## config.mk

```make
export PLATFORM = sky130hd
export DESIGN_NAME = fp_decoder_top
export DESIGN_NICKNAME = d
export VERILOG_FILES = /design/src/fp_dec_pkg.sv /design/src/fp_instr_capture.sv /design/src/fp_operation_decode.sv /design/src/fp_legality_decode.sv /design/src/fp_decode_reg.sv /design/src/fp_decoder_top.sv
export SDC_FILE = /design/constraint.sdc
export NUM_CORES = 1
export LEC_CHECK = 0
export BUFFER_PORTS_ARGS = -buffer_cell sky130_fd_sc_hd__buf_2
export CAP_MARGIN = 20
export CORE_MARGIN = 5
export CORE_UTILIZATION = 53
export DETAILED_ROUTE_END_ITERATION = 6
export PLACE_DENSITY = 0.85
export SYNTH_ARGS = -nofsm -noshare
export SYNTH_HDL_FRONTEND = slang
export SYNTH_HIERARCHICAL = 1
export SYNTH_SLANG_ARGS = --single-unit
export TNS_END_PERCENT = 30
```

## constraint.sdc

```tcl
create_clock -name clk_i -period 2.45 [get_ports clk_i]
set_input_delay 0.49 -clock clk_i [delete_from_list [all_inputs] [get_ports clk_i]]
set_output_delay 0.49 -clock clk_i [all_outputs]
set_load 0.05 [all_outputs]
```

## src/fp_dec_pkg.sv

```systemverilog
`default_nettype none

package fp_dec_pkg;

  ////////////////////////////////////////////////////////////
  // Field types
  ////////////////////////////////////////////////////////////

  typedef logic [31:0] instr_t;    // Raw instruction word
  typedef logic [4:0]  reg_idx_t;  // rs1, rs2, rs3 or rd
  typedef logic [6:0]  funct7_t;
  typedef logic [2:0]  rm_t;       // Rounding mode, doubles as funct3

  localparam bit HAS_DOUBLE = 1'b1;  // D extension built in

  localparam rm_t RM_RSV5 = 3'b101;
  localparam rm_t RM_RSV6 = 3'b110;
  localparam rm_t RM_DYN  = 3'b111;  // Mode comes from frm CSR

  typedef enum logic [6:0] {
    OPCODE_LOAD_FP  = 7'h07,
    OPCODE_STORE_FP = 7'h27,
    OPCODE_MADD_FP  = 7'h43,
    OPCODE_MSUB_FP  = 7'h47,
    OPCODE_NMSUB_FP = 7'h4b,
    OPCODE_NMADD_FP = 7'h4f,
    OPCODE_OP_FP    = 7'h53
  } opcode_e;

  // FPU operation groups refined by the modifier bit
  typedef enum logic [3:0] {
    FMADD, FNMSUB, ADD, MUL, DIV, SQRT, SGNJ,
    MINMAX, CMP, CLASSIFY, F2F, F2I, I2F
  } fp_op_e;

  typedef enum logic {FMT_FP32 = 1'b0, FMT_FP64 = 1'b1} fp_fmt_e;

  typedef enum logic {IMM_I = 1'b0, IMM_S = 1'b1} mem_imm_e;

  ////////////////////////////////////////////////////////////
  // OP-FP funct7 codes
  ////////////////////////////////////////////////////////////

  localparam funct7_t F7_FADD_S   = 7'b0000000;
  localparam funct7_t F7_FADD_D   = 7'b0000001;
  localparam funct7_t F7_FSUB_S   = 7'b0000100;
  localparam funct7_t F7_FSUB_D   = 7'b0000101;
  localparam funct7_t F7_FMUL_S   = 7'b0001000;
  localparam funct7_t F7_FMUL_D   = 7'b0001001;
  localparam funct7_t F7_FDIV_S   = 7'b0001100;
  localparam funct7_t F7_FDIV_D   = 7'b0001101;
  localparam funct7_t F7_FSQRT_S  = 7'b0101100;
  localparam funct7_t F7_FSQRT_D  = 7'b0101101;
  localparam funct7_t F7_FSGNJ_S  = 7'b0010000;
  localparam funct7_t F7_FSGNJ_D  = 7'b0010001;
  localparam funct7_t F7_FMINMAX_S = 7'b0010100;
  localparam funct7_t F7_FMINMAX_D = 7'b0010101;
  localparam funct7_t F7_FCMP_S   = 7'b1010000;
  localparam funct7_t F7_FCMP_D   = 7'b1010001;
  localparam funct7_t F7_F2F_S    = 7'b0100000;  // FCVT.S.D
  localparam funct7_t F7_F2F_D    = 7'b0100001;  // FCVT.D.S
  localparam funct7_t F7_F2I_S    = 7'b1100000;  // FCVT.W[U].S
  localparam funct7_t F7_F2I_D    = 7'b1100001;  // FCVT.W[U].D
  localparam funct7_t F7_I2F_S    = 7'b1101000;  // FCVT.S.W[U]
  localparam funct7_t F7_I2F_D    = 7'b1101001;  // FCVT.D.W[U]
  localparam funct7_t F7_FMVX_S   = 7'b1110000;  // FMV.X.W and FCLASS.S
  localparam funct7_t F7_FCLASS_D = 7'b1110001;
  localparam funct7_t F7_FMVW_S   = 7'b1111000;  // FMV.W.X

endpackage

`default_nettype wire

```

## src/fp_instr_capture.sv

```systemverilog
`default_nettype none

module fp_instr_capture (
  input  logic               clk_i,
  input  logic               reset_i,
  input  logic               instr_valid_i,
  input  fp_dec_pkg::instr_t instr_i,
  output fp_dec_pkg::instr_t instr_o,
  output logic               instr_valid_o
);

  fp_dec_pkg::instr_t instr_q;
  logic               valid_q;

  always_ff @(posedge clk_i) begin
    if (reset_i) begin
      valid_q <= 1'b0;
    end else begin
      valid_q <= instr_valid_i;  // Strobe delayed one cycle
    end
  end

  // Word holds until the next strobe
  always_ff @(posedge clk_i) begin
    if (instr_valid_i) begin
      instr_q <= instr_i;
    end
  end

  assign instr_o       = instr_q;
  assign instr_valid_o = valid_q;

endmodule

`default_nettype wire

```

## src/fp_operation_decode.sv

```systemverilog
`default_nettype none

module fp_operation_decode (
  input  fp_dec_pkg::instr_t   instr_i,
  output fp_dec_pkg::fp_op_e   fp_op_o,
  output logic                 fp_op_mod_o,
  output fp_dec_pkg::fp_fmt_e  fmt_o,
  output logic                 swap_operands_o,
  output logic                 mv_instr_o,
  output logic                 fp_load_o,
  output logic                 fp_store_o,
  output fp_dec_pkg::mem_imm_e mem_imm_sel_o,
  output logic                 rm_dynamic_o
);

  fp_dec_pkg::opcode_e opcode;
  fp_dec_pkg::funct7_t funct7;
  fp_dec_pkg::rm_t     funct3;
  fp_dec_pkg::fp_fmt_e mem_fmt;

  assign opcode       = fp_dec_pkg::opcode_e'(instr_i[6:0]);
  assign funct7       = instr_i[31:25];
  assign funct3       = instr_i[14:12];
  assign rm_dynamic_o = (funct3 == fp_dec_pkg::RM_DYN);
  assign mem_fmt      = (funct3 == 3'b011) ? fp_dec_pkg::FMT_FP64 : fp_dec_pkg::FMT_FP32;

  always_comb begin
    fp_op_o         = fp_dec_pkg::FMADD;
    fp_op_mod_o     = 1'b0;
    fmt_o           = fp_dec_pkg::fp_fmt_e'(instr_i[25]);  // LSB of fmt field
    swap_operands_o = 1'b0;
    mv_instr_o      = 1'b0;
    fp_load_o       = 1'b0;
    fp_store_o      = 1'b0;
    mem_imm_sel_o   = fp_dec_pkg::IMM_I;

    unique case (opcode)
      fp_dec_pkg::OPCODE_LOAD_FP: begin
        fp_load_o = 1'b1;
        fmt_o     = mem_fmt;
      end
      fp_dec_pkg::OPCODE_STORE_FP: begin
        fp_store_o    = 1'b1;
        fmt_o         = mem_fmt;
        mem_imm_sel_o = fp_dec_pkg::IMM_S;  // Split store offset
      end
      fp_dec_pkg::OPCODE_MSUB_FP: begin
        fp_op_mod_o = 1'b1;
      end
      fp_dec_pkg::OPCODE_NMSUB_FP: begin
        fp_op_o = fp_dec_pkg::FNMSUB;
      end
      fp_dec_pkg::OPCODE_NMADD_FP: begin
        fp_op_o     = fp_dec_pkg::FNMSUB;
        fp_op_mod_o = 1'b1;
      end

      ////////////////////////////////////////////////////////////
      // OP-FP sub-decode on funct7
      ////////////////////////////////////////////////////////////
      fp_dec_pkg::OPCODE_OP_FP: begin
        unique case (funct7)
          fp_dec_pkg::F7_FADD_S, fp_dec_pkg::F7_FADD_D: begin
            fp_op_o         = fp_dec_pkg::ADD;
            swap_operands_o = 1'b1;  // Addend rides on operand c
          end
          fp_dec_pkg::F7_FSUB_S, fp_dec_pkg::F7_FSUB_D: begin
            fp_op_o         = fp_dec_pkg::ADD;
            fp_op_mod_o     = 1'b1;
            swap_operands_o = 1'b1;
          end
          fp_dec_pkg::F7_FMUL_S, fp_dec_pkg::F7_FMUL_D:       fp_op_o = fp_dec_pkg::MUL;
          fp_dec_pkg::F7_FDIV_S, fp_dec_pkg::F7_FDIV_D:       fp_op_o = fp_dec_pkg::DIV;
          fp_dec_pkg::F7_FSQRT_S, fp_dec_pkg::F7_FSQRT_D:     fp_op_o = fp_dec_pkg::SQRT;
          fp_dec_pkg::F7_FSGNJ_S, fp_dec_pkg::F7_FSGNJ_D:     fp_op_o = fp_dec_pkg::SGNJ;
          fp_dec_pkg::F7_FMINMAX_S, fp_dec_pkg::F7_FMINMAX_D: fp_op_o = fp_dec_pkg::MINMAX;
          fp_dec_pkg::F7_FCMP_S, fp_dec_pkg::F7_FCMP_D:       fp_op_o = fp_dec_pkg::CMP;
          fp_dec_pkg::F7_F2F_S, fp_dec_pkg::F7_F2F_D: begin
            fp_op_o = fp_dec_pkg::F2F;
            fmt_o   = fp_dec_pkg::fp_fmt_e'(instr_i[20]);  // Source format sits in rs2
          end
          fp_dec_pkg::F7_F2I_S, fp_dec_pkg::F7_F2I_D: begin
            fp_op_o     = fp_dec_pkg::F2I;
            fp_op_mod_o = instr_i[20];  // Unsigned variant
          end
          fp_dec_pkg::F7_I2F_S, fp_dec_pkg::F7_I2F_D: begin
            fp_op_o     = fp_dec_pkg::I2F;
            fp_op_mod_o = instr_i[20];
          end
          fp_dec_pkg::F7_FMVX_S: begin
            if (funct3 == 3'b001) begin
              fp_op_o = fp_dec_pkg::CLASSIFY;
            end else begin
              mv_instr_o = (funct3 == 3'b000);  // FMV.X.W
            end
          end
          fp_dec_pkg::F7_FCLASS_D: fp_op_o = fp_dec_pkg::CLASSIFY;
          fp_dec_pkg::F7_FMVW_S:   mv_instr_o = 1'b1;
          default: ;
        endcase
      end
      default: ;
    endcase
  end

endmodule

`default_nettype wire

```

## src/fp_legality_decode.sv

```systemverilog
`default_nettype none

module fp_legality_decode (
  input  fp_dec_pkg::instr_t  instr_i,
  input  fp_dec_pkg::fp_fmt_e fmt_i,
  output logic                illegal_o,
  output logic                use_rs1_o,
  output logic                use_rs2_o,
  output logic                use_rs3_o,
  output logic                use_rd_o,
  output logic                fp_rf_we_o,
  output logic                int_rf_we_o
);

  fp_dec_pkg::opcode_e opcode;
  fp_dec_pkg::funct7_t funct7;
  fp_dec_pkg::rm_t     rm;
  logic                rm_bad;
  logic                rs2_nz;
  logic                cvt_bad;

  assign opcode  = fp_dec_pkg::opcode_e'(instr_i[6:0]);
  assign funct7  = instr_i[31:25];
  assign rm      = instr_i[14:12];
  assign rm_bad  = (rm == fp_dec_pkg::RM_RSV5) || (rm == fp_dec_pkg::RM_RSV6);
  assign rs2_nz  = |instr_i[24:20];
  assign cvt_bad = rm_bad || (|instr_i[24:21]);  // Only rs2[0] selects a variant

  always_comb begin
    illegal_o   = 1'b0;
    use_rs1_o   = 1'b0;
    use_rs2_o   = 1'b0;
    use_rs3_o   = 1'b0;
    use_rd_o    = 1'b0;
    fp_rf_we_o  = 1'b0;
    int_rf_we_o = 1'b0;

    unique case (opcode)
      fp_dec_pkg::OPCODE_LOAD_FP: begin
        use_rd_o   = 1'b1;
        fp_rf_we_o = 1'b1;
        illegal_o  = (rm != 3'b010) && (rm != 3'b011);  // FLW or FLD only
      end
      fp_dec_pkg::OPCODE_STORE_FP: begin
        use_rs2_o = 1'b1;  // Store data
        illegal_o = (rm != 3'b010) && (rm != 3'b011);
      end
      fp_dec_pkg::OPCODE_MADD_FP, fp_dec_pkg::OPCODE_MSUB_FP,
      fp_dec_pkg::OPCODE_NMSUB_FP, fp_dec_pkg::OPCODE_NMADD_FP: begin
        use_rs1_o  = 1'b1;
        use_rs2_o  = 1'b1;
        use_rs3_o  = 1'b1;
        use_rd_o   = 1'b1;
        fp_rf_we_o = 1'b1;
        illegal_o  = rm_bad || instr_i[26];  // fmt 10 and 11 not supported
      end

      ////////////////////////////////////////////////////////////
      // OP-FP field rules
      ////////////////////////////////////////////////////////////
      fp_dec_pkg::OPCODE_OP_FP: begin
        unique case (funct7)
          fp_dec_pkg::F7_FADD_S, fp_dec_pkg::F7_FADD_D,
          fp_dec_pkg::F7_FSUB_S, fp_dec_pkg::F7_FSUB_D,
          fp_dec_pkg::F7_FMUL_S, fp_dec_pkg::F7_FMUL_D,
          fp_dec_pkg::F7_FDIV_S, fp_dec_pkg::F7_FDIV_D: begin
            use_rs1_o  = 1'b1;
            use_rs2_o  = 1'b1;
            use_rd_o   = 1'b1;
            fp_rf_we_o = 1'b1;
            illegal_o  = rm_bad;
          end
          fp_dec_pkg::F7_FSQRT_S, fp_dec_pkg::F7_FSQRT_D: begin
            use_rs1_o  = 1'b1;
            use_rd_o   = 1'b1;
            fp_rf_we_o = 1'b1;
            illegal_o  = rm_bad || rs2_nz;
          end
          fp_dec_pkg::F7_FSGNJ_S, fp_dec_pkg::F7_FSGNJ_D,
          fp_dec_pkg::F7_FMINMAX_S, fp_dec_pkg::F7_FMINMAX_D: begin
            use_rs1_o  = 1'b1;
            use_rs2_o  = 1'b1;
            use_rd_o   = 1'b1;
            fp_rf_we_o = 1'b1;
            illegal_o  = instr_i[27] ? (rm > 3'b001) : (rm > 3'b010);  // MINMAX vs SGNJ
          end
          fp_dec_pkg::F7_FCMP_S, fp_dec_pkg::F7_FCMP_D: begin
            use_rs1_o   = 1'b1;
            use_rs2_o   = 1'b1;
            int_rf_we_o = 1'b1;
            illegal_o   = (rm > 3'b010);  // FLE, FLT, FEQ
          end
          fp_dec_pkg::F7_F2F_S, fp_dec_pkg::F7_F2F_D: begin
            use_rs1_o  = 1'b1;
            use_rd_o   = 1'b1;
            fp_rf_we_o = 1'b1;
            illegal_o  = cvt_bad;
          end
          fp_dec_pkg::F7_F2I_S, fp_dec_pkg::F7_F2I_D: begin
            use_rs1_o   = 1'b1;
            int_rf_we_o = 1'b1;
            illegal_o   = cvt_bad;
          end
          fp_dec_pkg::F7_I2F_S, fp_dec_pkg::F7_I2F_D: begin
            use_rd_o   = 1'b1;
            fp_rf_we_o = 1'b1;  // Both widths land in the FP file
            illegal_o  = cvt_bad;
          end
          fp_dec_pkg::F7_FMVX_S: begin
            use_rs1_o   = 1'b1;
            int_rf_we_o = 1'b1;
            illegal_o   = rs2_nz || (rm > 3'b001);  // FMV.X.W 000, FCLASS.S 001
          end
          fp_dec_pkg::F7_FCLASS_D: begin
            use_rs1_o   = 1'b1;
            int_rf_we_o = 1'b1;
            illegal_o   = rs2_nz || (rm != 3'b001);
          end
          fp_dec_pkg::F7_FMVW_S: begin
            use_rd_o   = 1'b1;
            fp_rf_we_o = 1'b1;
            illegal_o  = rs2_nz || (|rm);
          end
          default: illegal_o = 1'b1;
        endcase
      end
      default: illegal_o = 1'b1;
    endcase

    if (!fp_dec_pkg::HAS_DOUBLE && (fmt_i == fp_dec_pkg::FMT_FP64)) begin
      illegal_o = 1'b1;  // No D support
    end
  end

endmodule

`default_nettype wire

```

## src/fp_decode_reg.sv

```systemverilog
`default_nettype none

module fp_decode_reg (
  input  logic                 clk_i,
  input  logic                 reset_i,
  input  logic                 valid_i,
  input  logic                 illegal_i,
  input  fp_dec_pkg::reg_idx_t rs1_i,
  input  fp_dec_pkg::reg_idx_t rs2_i,
  input  fp_dec_pkg::reg_idx_t rs3_i,
  input  fp_dec_pkg::reg_idx_t rd_i,
  input  fp_dec_pkg::rm_t      rounding_mode_i,
  input  logic                 rm_dynamic_i,
  input  logic                 use_rs1_i,
  input  logic                 use_rs2_i,
  input  logic                 use_rs3_i,
  input  logic                 use_rd_i,
  input  logic                 fp_rf_we_i,
  input  logic                 int_rf_we_i,
  input  fp_dec_pkg::fp_op_e   fp_op_i,
  input  logic                 fp_op_mod_i,
  input  fp_dec_pkg::fp_fmt_e  fmt_i,
  input  logic                 swap_operands_i,
  input  logic                 mv_instr_i,
  input  logic                 fp_load_i,
  input  logic                 fp_store_i,
  input  fp_dec_pkg::mem_imm_e mem_imm_sel_i,
  output logic                 dec_valid_o,
  output logic                 illegal_o,
  output fp_dec_pkg::reg_idx_t rs1_o,
  output fp_dec_pkg::reg_idx_t rs2_o,
  output fp_dec_pkg::reg_idx_t rs3_o,
  output fp_dec_pkg::reg_idx_t rd_o,
  output fp_dec_pkg::rm_t      rounding_mode_o,
  output logic                 rm_dynamic_o,
  output logic                 use_rs1_o,
  output logic                 use_rs2_o,
  output logic                 use_rs3_o,
  output logic                 use_rd_o,
  output logic                 fp_rf_we_o,
  output logic                 int_rf_we_o,
  output fp_dec_pkg::fp_op_e   fp_op_o,
  output logic                 fp_op_mod_o,
  output fp_dec_pkg::fp_fmt_e  fmt_o,
  output logic                 swap_operands_o,
  output logic                 mv_instr_o,
  output logic                 fp_load_o,
  output logic                 data_req_o,
  output logic                 data_we_o,
  output fp_dec_pkg::mem_imm_e mem_imm_sel_o
);

  logic data_req;
  logic data_we;

  assign data_req = (fp_load_i | fp_store_i) & ~illegal_i;
  assign data_we  = fp_store_i & ~illegal_i;

  // Side effects killed for illegal words
  always_ff @(posedge clk_i) begin
    if (reset_i) begin
      dec_valid_o <= 1'b0;
      illegal_o   <= 1'b0;
      fp_rf_we_o  <= 1'b0;
      int_rf_we_o <= 1'b0;
      data_req_o  <= 1'b0;
      data_we_o   <= 1'b0;
    end else begin
      dec_valid_o <= valid_i;  // One-cycle strobe out
      if (valid_i) begin
        illegal_o   <= illegal_i;
        fp_rf_we_o  <= fp_rf_we_i & ~illegal_i;
        int_rf_we_o <= int_rf_we_i & ~illegal_i;
        data_req_o  <= data_req;
        data_we_o   <= data_we;
      end
    end
  end

  always_ff @(posedge clk_i) begin
    if (valid_i) begin
      rs1_o           <= rs1_i;
      rs2_o           <= rs2_i;
      rs3_o           <= rs3_i;
      rd_o            <= rd_i;
      rounding_mode_o <= rounding_mode_i;
      rm_dynamic_o    <= rm_dynamic_i;
      use_rs1_o       <= use_rs1_i;
      use_rs2_o       <= use_rs2_i;
      use_rs3_o       <= use_rs3_i;
      use_rd_o        <= use_rd_i;
      fp_op_o         <= fp_op_i;
      fp_op_mod_o     <= fp_op_mod_i;
      fmt_o           <= fmt_i;
      swap_operands_o <= swap_operands_i;
      mv_instr_o      <= mv_instr_i;
      fp_load_o       <= fp_load_i;
      mem_imm_sel_o   <= mem_imm_sel_i;
    end
  end

endmodule

`default_nettype wire

```

## src/fp_decoder_top.sv

```systemverilog
`default_nettype none

module fp_decoder_top (
  input  logic                 clk_i,
  input  logic                 reset_i,
  input  logic                 instr_valid_i,
  input  fp_dec_pkg::instr_t   instr_i,
  output logic                 dec_valid_o,
  output logic                 illegal_o,
  output fp_dec_pkg::reg_idx_t rs1_o,
  output fp_dec_pkg::reg_idx_t rs2_o,
  output fp_dec_pkg::reg_idx_t rs3_o,
  output fp_dec_pkg::reg_idx_t rd_o,
  output logic                 use_rs1_o,
  output logic                 use_rs2_o,
  output logic                 use_rs3_o,
  output logic                 use_rd_o,
  output logic                 fp_rf_we_o,
  output logic                 int_rf_we_o,
  output fp_dec_pkg::fp_op_e   fp_op_o,
  output logic                 fp_op_mod_o,
  output fp_dec_pkg::fp_fmt_e  fmt_o,
  output logic                 swap_operands_o,
  output logic                 mv_instr_o,
  output logic                 fp_load_o,
  output logic                 data_req_o,
  output logic                 data_we_o,
  output fp_dec_pkg::mem_imm_e mem_imm_sel_o,
  output fp_dec_pkg::rm_t      rounding_mode_o,
  output logic                 rm_dynamic_o
);

  fp_dec_pkg::instr_t   instr_q;
  logic                 instr_vld_q;
  fp_dec_pkg::fp_op_e   dec_fp_op;
  logic                 dec_op_mod;
  fp_dec_pkg::fp_fmt_e  dec_fmt;
  logic                 dec_swap;
  logic                 dec_mv;
  logic                 dec_load;
  logic                 dec_store;
  fp_dec_pkg::mem_imm_e dec_imm_sel;
  logic                 dec_rm_dyn;
  logic                 dec_illegal;
  logic                 dec_use_rs1;
  logic                 dec_use_rs2;
  logic                 dec_use_rs3;
  logic                 dec_use_rd;
  logic                 dec_fp_we;
  logic                 dec_int_we;

  fp_instr_capture u_capture (
    .clk_i         (clk_i),
    .reset_i       (reset_i),
    .instr_valid_i (instr_valid_i),
    .instr_i       (instr_i),
    .instr_o       (instr_q),
    .instr_valid_o (instr_vld_q)
  );

  fp_operation_decode u_op_decode (
    .instr_i         (instr_q),
    .fp_op_o         (dec_fp_op),
    .fp_op_mod_o     (dec_op_mod),
    .fmt_o           (dec_fmt),
    .swap_operands_o (dec_swap),
    .mv_instr_o      (dec_mv),
    .fp_load_o       (dec_load),
    .fp_store_o      (dec_store),
    .mem_imm_sel_o   (dec_imm_sel),
    .rm_dynamic_o    (dec_rm_dyn)
  );

  fp_legality_decode u_legality (
    .instr_i     (instr_q),
    .fmt_i       (dec_fmt),
    .illegal_o   (dec_illegal),
    .use_rs1_o   (dec_use_rs1),
    .use_rs2_o   (dec_use_rs2),
    .use_rs3_o   (dec_use_rs3),
    .use_rd_o    (dec_use_rd),
    .fp_rf_we_o  (dec_fp_we),
    .int_rf_we_o (dec_int_we)
  );

  // Register fields sliced straight from the captured word
  fp_decode_reg u_out_reg (
    .clk_i           (clk_i),
    .reset_i         (reset_i),
    .valid_i         (instr_vld_q),
    .illegal_i       (dec_illegal),
    .rs1_i           (instr_q[19:15]),
    .rs2_i           (instr_q[24:20]),
    .rs3_i           (instr_q[31:27]),
    .rd_i            (instr_q[11:7]),
    .rounding_mode_i (instr_q[14:12]),
    .rm_dynamic_i    (dec_rm_dyn),
    .use_rs1_i       (dec_use_rs1),
    .use_rs2_i       (dec_use_rs2),
    .use_rs3_i       (dec_use_rs3),
    .use_rd_i        (dec_use_rd),
    .fp_rf_we_i      (dec_fp_we),
    .int_rf_we_i     (dec_int_we),
    .fp_op_i         (dec_fp_op),
    .fp_op_mod_i     (dec_op_mod),
    .fmt_i           (dec_fmt),
    .swap_operands_i (dec_swap),
    .mv_instr_i      (dec_mv),
    .fp_load_i       (dec_load),
    .fp_store_i      (dec_store),
    .mem_imm_sel_i   (dec_imm_sel),
    .dec_valid_o     (dec_valid_o),
    .illegal_o       (illegal_o),
    .rs1_o           (rs1_o),
    .rs2_o           (rs2_o),
    .rs3_o           (rs3_o),
    .rd_o            (rd_o),
    .rounding_mode_o (rounding_mode_o),
    .rm_dynamic_o    (rm_dynamic_o),
    .use_rs1_o       (use_rs1_o),
    .use_rs2_o       (use_rs2_o),
    .use_rs3_o       (use_rs3_o),
    .use_rd_o        (use_rd_o),
    .fp_rf_we_o      (fp_rf_we_o),
    .int_rf_we_o     (int_rf_we_o),
    .fp_op_o         (fp_op_o),
    .fp_op_mod_o     (fp_op_mod_o),
    .fmt_o           (fmt_o),
    .swap_operands_o (swap_operands_o),
    .mv_instr_o      (mv_instr_o),
    .fp_load_o       (fp_load_o),
    .data_req_o      (data_req_o),
    .data_we_o       (data_we_o),
    .mem_imm_sel_o   (mem_imm_sel_o)
  );

endmodule

`default_nettype wire

```

==> Yosys cells after proc, flatten, opt, wreduce, memory -nomap -nowiden <==
Index checks and enable logic that the tools add are counted.
{ "word_totals": {"register_bits": 77, "inputBits": 35, "output_inout_bits": 44, "word_cells": 135} }
{ "classes": {"order_cmp": 2, "eq_ne": 39, "mux": 25, "bitwise_logic": 6, "n_reduce_logical": 38} }
{ "op_table": {"columns": ["operator", "n"], "rows": [
  ["$eq 7x7->1 const B", 14],
  ["$pmux 4 s12", 1],
  ["$eq 7x6->1 const B", 5],
  ["$eq 7x4->1 const B", 4],
  ["$eq 7x5->1 const B", 4],
  ["$reduce_or 2->1", 13],
  ["$reduce_or 22->1", 1],
  ["$eq 7x3->1 const B", 3],
  ["$reduce_or 4->1", 5],
  ["$reduce_or 19->1", 1],
  ["$reduce_or 5->1", 3],
  ["$pmux 1 s2", 7],
  ["$reduce_or 14->1", 1],
  ["$mux 1", 13],
  ["$reduce_or 6->1", 2],
  ["$eq 3x3->1 const B", 3],
  ["$pmux 1 s8", 1],
  ["$pmux 4 s2", 1],
  ["$reduce_or 8->1", 1],
  ["$eq 7x1->1 const B", 1],
  ["$logic_not 7->1", 1],
  ["$logic_or 1x1->1", 7],
  ["$ne 3x2->1 const B", 2],
  ["$and 1x1->1", 4],
  ["12 further kinds", 12]
]} }

==> Depth between registers and ports, before layout <==
Gate-level depths: netlist of the first run.
{ "depth": {"ltp_word": 7, "depth_mapped": 9, "ltp_nobuf": 8} }

==> Cells and area by module <==
Netlist of the first run, hierarchy kept.
{ "modules_own_cells": {"columns": ["module", "n_inst", "cells_each", "area_each_um2", "seq_area_each_um2"], "rows": [
  ["fp_decode_reg", 1, 60, 1360.1, 1261.2],
  ["fp_instr_capture", 1, 34, 994.7, 980.9],
  ["fp_operation_decode", 1, 75, 466.7, 0.0],
  ["fp_legality_decode", 1, 72, 454.2, 0.0]
]} }

==> Worst setup path before layout of the first run <==
No wires, ideal clock.
{ "synth_path": {"path_kind": "reg2reg", "from": "register u_capture.instr_q[30], in the netlist u_capture/instr_o[30]", "to": "register u_out_reg.data_we_o", "setup_time_ns": 0.114, "arrival_time_ns": 2.126, "required_ns": 2.336, "slack_ns": 0.210, "stages_incl_launch_ff": 10, "path_buffers": 1, "period_less_slack_ns": 2.240, "path_cell_list": "edfxtp_1 -> buf_6 -> or4b_1 -> a221oi_2 -> a311o_1 -> a41oi_1 -> o311ai_1 -> and2b_4 -> a21oi_1 -> nor2_1"} }
{ "synth_between": {"elab_chain_len": 6, "elab_cells_between_ends": 34, "cone_classes": "eq/ne: 24; mux: 2; bitwise: 2; reduce/logical: 6"} }
{ "synth_rtl": {"columns": ["element", "line_no", "rtl"], "rows": [
  ["start, declared", "fp_instr_capture.sv:12", "fp_dec_pkg::instr_t instr_q;"],
  ["start signal, assigned", "fp_instr_capture.sv:26", "instr_q <= instr_i;"],
  ["$eq 7x1->1, or another cell as far along", "fp_legality_decode.sv:62", "unique case (funct7)"],
  ["$reduce_or 8->1, or another cell as far along", null, null],
  ["$pmux 1 s8 *", "fp_legality_decode.sv:62", null],
  ["$pmux 1 s3 *", "fp_legality_decode.sv:38", "unique case (opcode)"],
  ["via dec_illegal", "fp_decoder_top.sv:44", "logic dec_illegal;"],
  ["$not 1->1 *", "fp_decode_reg.sv:57", "assign data_we = fp_store_i & ~illegal_i;"],
  ["$and 1x1->1 *", "fp_decode_reg.sv:57", null],
  ["end signal, assigned", "fp_decode_reg.sv:75", "data_we_o <= data_we;"],
  ["end, declared", "fp_decode_reg.sv:49", "output logic data_we_o,"]
]} }
The timed path passes the listed nets; every way through them passes the cells marked *.
A chain may end at the register's enable or synchronous reset.

==> Worst setup path in the final report of the first run <==
{ "layout_path": {"from": "register u_capture.instr_q[5], in the netlist u_capture/instr_o[5]", "to": "register u_out_reg.data_req_o"} }
{ "layout_between": {"elab_chain_len": 5, "elab_cells_between_ends": 15, "cone_classes": "eq/ne: 7; mux: 3; bitwise: 3; reduce/logical: 2"} }
{ "layout_rtl": {"columns": ["element", "line_no", "rtl"], "rows": [
  ["$eq 7x7->1, or another cell as far along", "fp_legality_decode.sv:38", null],
  ["$reduce_or 4->1 / $reduce_or 2->1 (equally long branches)", null, null],
  ["$pmux 1 s3 *", "fp_legality_decode.sv:38", null],
  ["via dec_illegal", "fp_decoder_top.sv:44", null],
  ["$not 1->1 *", "fp_decode_reg.sv:56", "assign data_req = (fp_load_i | fp_store_i) & ~illegal_i;"],
  ["$and 1x1->1 *", "fp_decode_reg.sv:56", null],
  ["end signal, assigned", "fp_decode_reg.sv:74", "data_req_o <= data_req;"],
  ["end, declared", "fp_decode_reg.sv:48", "output logic data_req_o,"]
]} }
Marked as above.

==> results of run 1 <==
cells by family (layout without fill, tap and decap cells):
family          Yosys count  after routing
buf+inv                  25            116
simple gates             88             88
mux                       3              3
flops                    77             77
xor+xnor                  2              2
compound gates           46             46
synthesized netlist by cell type, drive strengths merged, types with 2 or more instances:
| library cell | instances |
|---|---|
| inv | 12 |
| o311ai | 2 |
| and3 | 3 |
| a31o | 2 |
| nor3 | 6 |
| nand3 | 2 |
| nand2b | 4 |
| o31ai | 3 |
| buf | 9 |
| dfxtp | 7 |
| and2b | 2 |
| or4b | 2 |
| nand3b | 3 |
| nand2 | 16 |
| a21oi | 13 |
| and3b | 2 |
| o21ai | 6 |
| a31oi | 2 |
| a41oi | 2 |
| clkbuf | 4 |
| nor3b | 6 |
| and2 | 2 |
| nor2 | 18 |
| nor4 | 4 |
| o211ai | 3 |
| edfxtp | 70 |
| nor4b | 2 |
| xor2 | 2 |
| nor2b | 8 |
| mux2i | 2 |
metal layers:
layer  track usage  routed length, um  vias to the layer above
li1              -                  -                     1092
met1         0.221               2610                     1061
met2         0.300               3240                      108
met3        0.0745                658                       13
met4        0.0714                114                        0
met5             0                  0                        -
metrics by stage:
step | util | power, mW | instances | area (sq um)
floorplan | - | 1.90 | 241 | 3280
global placement | 0.633 | 2.02 | 391 | 3770
detailed placement | 0.633 | 2.03 | 391 | 3770
CTS | 0.668 | 2.99 | 407 | 3980
global route | 0.668 | 3.10 | 407 | 3980
finish | 0.668 | 2.98 | 407 | 3980
state kept, by name, summed over array words and instances, names as in the netlist, 3 cells and up:
name                       cells
u_out_reg/rounding_mode_o      3
u_out_reg/rd_o                 5
u_out_reg/rs3_o                5
u_out_reg/rs2_o                5
u_out_reg/rs1_o                5
u_capture/instr_o             32
u_out_reg/fp_op_o              4
layout make-up:
cell class,count,area share
sequential,77,0.564
multi-input combinational,139,0.229
timing repair buffer,88,0.120
clock buffer,9,0.0312
tap,75,0.0236
clock inverter,7,0.0205
inverter,12,0.0113
final timing paths:
kind | end | slack [ps] | cells after the start
setup / recovery | u_out_reg/data_req_o | 170 | 8
hold / removal | u_capture/instr_o[21] | 310 | 1
setup reg to reg | u_out_reg/data_req_o | 170 | 8
hold reg to reg | u_out_reg/rd_o[1] | 420 | 0
power by group through the flow:
stage | Clock [mW] | Combinational [mW] | Sequential, mW
finish | 0.972 | 0.416 | 1.59
global route | 1.05 | 0.443 | 1.60
CTS | 0.986 | 0.415 | 1.59
detailed placement | 0 | 0.413 | 1.62
global placement | 0 | 0.407 | 1.62
floorplan | 0 | 0.130 | 1.77
worst max-delay path: cells and delay by family (launching register included):
kind            cells  cell delay [ps]
simple gates        3             1060
compound gates      5              750
flops               1              400
==> metrics.cfg, run 1 <==
[layout]
insertedDiodeCount = 0
final_common_cell = buf_2
layout_common_cells = buf_2, edfxtp_1, nor2_1, nand2_1
nFillCells = 465
finalNetCount = 362
areaGrowthSynthToFinish_pct = 21.4
register_area_sq_um = 2240
multi_input_area_sq_um = 911
layout-drive-gt1-share = 0.352

[grt]
grt_pass1_wl_um = 10900
grt_pass1_vias = 2289
grt_usage = 0.185
grt_antenna_before_repair = 0
overflow = 0
grt_max_degree = 34

[critical_path]
startpoint = u_capture/instr_o[5]
worst_path_largest_cell_delay_ps = 550
critPathArrivalTime_ps = 2560
required_ps = 2740
critPathCaptureType = register
worst_setup_path_start_kind = register
r2r-start = u_capture/instr_o[5]
crit_fanout = 4
critPathKind = register to register
slowest_stage = or4b_4
crit_chain = nand4b_1, or4b_4, a311o_1, a41oi_1, o311ai_1, and2b_4, o21ai_2, a21oi_2

[timing]
max_slew_margin = 0.538
max_freq_mhz = 439
finalCriticalPeriod_ps = 2280
fin_crit_sh = 0.930
setup_tns_ps = 0
slew_viol_final = 0
finalClockSkew_ps = 11.2
whs_ps = 307
rsz0062_at_grt = false
worst_pin_slew_ps = 693
hold_viol = 0
timing.final.ws_setup_ps = 172
finalSetupViolCount = 0

[power]
p_switching_mw = 0.841
internal_power_mw = 2.14
pwr-share-clk = 0.326
powerDensity_nw_per_um2 = 750
p_leak_nw = 1.52
irDropWorstVdd_mv = 0.647
sequentialPowerShare = 0.535
sw_frac_of_total = 0.282
combPwrFrac = 0.139

[floorplanning]
row_count = 28
die_x_um = 88.6
start_util = 0.550
dieArea_sq_um = 7850
coreArea_sq_um = 5960
die_h_um = 88.6
pin_count = 79

[clocking]
cts_max_level = 3
tritoncts = yes
root_buffer = clkbuf_8
cts.path.max_buffers = 2
clk-insertion-delay-late_ps = 350
cts_buffers = 9
clk_pin_slew_ps = 90
postCtsSetupRepairBufs = 0
cts_resized = 0
cts.sinks = 77
ctsHoldBuffers = 0

[run_status]
status = completed

[drt]
drc = 0
wl_per_cell_um = 16.3
ant_nets = 0
vias = 2274
drt_iter0_markers = 216
viasPerCell = 5.59
dr.pass1.iters = 4
totalWireLength_um = 6630

[placement]
place_ws_ps = 194
globalplace.congestion = 0.957
hpwlAfterDp_um = 4660
portBuffers = 78

[hold_path]
min_from = instr_i[21]
hold_path_class = primary input to register

[logic_synthesis]
synth_async_sr_flop_share = 0
synth_xor_area_frac = 0.00535
yosys.area_share.simple = 0.160
synth_largest_area_cell = edfxtp_1
yosysWarnings = 6
syn_inst = 241
ys.flop_type = edfxtp_1
synth_compound_area_frac = 0.102
syn_nets = 276
netlist.area_leader.share = 0.642
synth_top_family_by_area = simple AND/OR/NAND/NOR gates
synth.ff_latch_count = 77
muxShareOfSynthArea = 0.0107
synth-edff-count = 70
syn_area_per_cell_sq_um = 13.6
synthTopCellsByArea = edfxtp_1, dfxtp_1, nor2_1
synth.distinct_cells = 61
yosysSeqAreaShare = 0.684
synth_adder_area_share = 0
syn_area_sq_um = 3280

[flow_run]
max-cap-violations = 0

Power figures use the tool's default switching activity.
==> inputs of run 2 (changes only) <==
--- a/config.mk
+++ b/config.mk
@@ -5,6 +5,7 @@
 export SDC_FILE = /design/constraint.sdc
 export NUM_CORES = 1
 export LEC_CHECK = 0
+export ABC_AREA = 1
 export BUFFER_PORTS_ARGS = -buffer_cell sky130_fd_sc_hd__buf_2
 export CAP_MARGIN = 20
 export CORE_MARGIN = 5
==> run 2 against run 1 <==
Non-clock buffer count down 9. Design area increased by 1.5%. Clock-buffer cell count unchanged. Critical path depth rose by 5. Utilization grew 0.20 points. Clock power up 10%. Sequential cell count unchanged. Die area increased by 1.4%. Critical endpoint is now u_out_reg/data_we_o. Largest power group unchanged.
==> metrics.cfg, run 2 <==
[logic_synthesis]
synth.most_common_cell = edfxtp_1
netlist.area_leader.share = 0.632
yosysWarnings = 6
syn_area_per_cell_sq_um = 10.6
syn_area_sq_um = 3330
synth.ff_latch_count = 77
syn_inst = 313
synth-edff-count = 70
yosysSeqAreaShare = 0.674
syn_nets = 348
synth_commonest_cells = edfxtp_1, nand2_1, nor2_1
ys.flop_type = edfxtp_1
synth.distinct_cells = 25
synth_largest_area_cell = edfxtp_1
synthTopCellsByArea = edfxtp_1, nand2_1, nor2_1
synth_async_sr_flop_share = 0

[timing]
hold_viol = 0
finalSetupViolCount = 0
max_freq_mhz = 518
setup_tns_ps = 0
finalClockSkew_ps = 9.92
max_slew_margin = 0.522
worst_pin_slew_ps = 717
timing.final.ws_setup_ps = 519
fin_crit_sh = 0.788
slew_viol_final = 0
finalCriticalPeriod_ps = 1930
rsz0062_at_grt = false

[grt]
grt_max_degree = 34
grt_usage = 0.193
grt_pass1_wl_um = 11400
grt_pass1_vias = 2417
grt_antenna_before_repair = 0
overflow = 0

[floorplanning]
start_util = 0.552
coreArea_sq_um = 6030
pin_count = 79
die_h_um = 89.2
dieArea_sq_um = 7960
row_count = 28
die_x_um = 89.2

[critical_path]
crit_fanout = 10
slowest_stage = edfxtp_1
path_common_cell = nand2_1
critPathKind = register to register
required_ps = 2730
worst_setup_path_start_kind = register
crit_chain = inv_2, nand2_2, nor2_4, nand2_1, nand3_1, nand2_1, nand2_1, nand4_1, nand2_1, nand2_1, nor2_4, nand2_1, a21oi_1
critPathCaptureType = register
worst_path_largest_cell_delay_ps = 560
critPathArrivalTime_ps = 2210

[flow_run]
max-cap-violations = 0

[power]
p_leak_nw = 1.69
irDropWorstVdd_mv = 0.579
powerDensity_nw_per_um2 = 760

[placement]
globalplace.congestion = 0.922
place_area_sq_um = 3810
place_ws_ps = 552
hpwlAfterDp_um = 5140
portBuffers = 78

[drt]
drt_iter0_markers = 206
totalWireLength_um = 7010
dr.pass1.iters = 6
ant_nets = 0
drc = 0
vias = 2522
wl_per_cell_um = 14.6
viasPerCell = 5.24

[layout]
register_area_sq_um = 2240
layout_common_cells = buf_2, edfxtp_1, nand2_1, nor2_1, inv_1
finalNetCount = 436
areaGrowthSynthToFinish_pct = 21.2
layout-drive-gt1-share = 0.300
final_area_sq_um = 4040
multi_input_area_sq_um = 928
insertedDiodeCount = 0
largest_register_ff_count = 32
final_common_cell = buf_2
nFillCells = 488

[clocking]
cts.sinks = 77
tritoncts = yes
clk-insertion-delay-late_ps = 340
cts.path.max_buffers = 2
ctsHoldBuffers = 0
clk_pin_slew_ps = 90
cts_buffers = 9
postCtsSetupRepairBufs = 0
root_buffer = clkbuf_8
cts_max_level = 3
cts_resized = 0

[hold_path]
hold_path_class = primary input to register

[run_status]
status = completed

-- run 2: changes by cell type after synthesis, sizes merged, moves of 5 or more --
cell and delta:
nor2b -8, buf -7, nor3 +5, nand2 +55, nand3 +25, inv +26
nor2 +33
-- run 2: layout make-up --
cell class              count  area share
clock buffers               9      0.0307
repair buffers             79      0.0986
multi-input cells         196       0.230
clock inverters             7      0.0260
inverters                  38      0.0353
flip-flops and latches     77       0.556
well taps                  75      0.0233
-- run 2: worst paths after layout --
kind / from / end / slack [ps] / cells after the start
max: u_capture/instr_o[28] / u_out_reg/data_we_o / 520 / 13
min: instr_i[8] / u_capture/instr_o[8] / 310 / 1
max reg2reg: u_capture/instr_o[28] / u_out_reg/data_we_o / 520 / 13
min reg2reg: u_capture/instr_o[16] / u_out_reg/rs1_o[1] / 430 / 0
-- run 2: logic make-up (layout without fill, tap and decap cells) --
logic type	count (synthesis)	count (layout)	share of synthesized area
simple gates	173	173	0.241
flops	77	77	0.674
buf+inv	40	133	0.0474
compound gates	23	23	0.0383
-- run 2: power by group --
| part | switching [mW] | internal [mW] | leakage, nW |
|---|---|---|---|
| Combinational | 0.282 | 0.0951 | 0.867 |
| Clock | 0.483 | 0.589 | 0.112 |
| Sequential | 0.0818 | 1.53 | 0.711 |
-- run 2: per-layer routing --
layer | part of all wire | vias to the layer above | wire length [um] | GRT usage
met5 | 0 | - | 0 | 0
met4 | 0.0066 | 0 | 46 | 0.0528
met3 | 0.086 | 6 | 601 | 0.0590
met2 | 0.49 | 112 | 3430 | 0.319
met1 | 0.42 | 1162 | 2930 | 0.249
li1 | - | 1242 | - | -
-- run 2: stage by stage --
stage	hold WS, ps	power [mW]	utilization	instances
floorplan	400	1.89	-	313
global placement	401	2.01	0.632	465
detailed placement	405	2.02	0.632	465
CTS	287	3.10	0.670	481
global route	278	3.21	0.670	481
finish	312	3.07	0.670	481
-- run 2: critical path: cells and delay by family (launching register included) --
kind,cells,cell delay (ps)
compound gates,1,120
flops,1,560
buf+inv,1,170
simple gates,11,1030
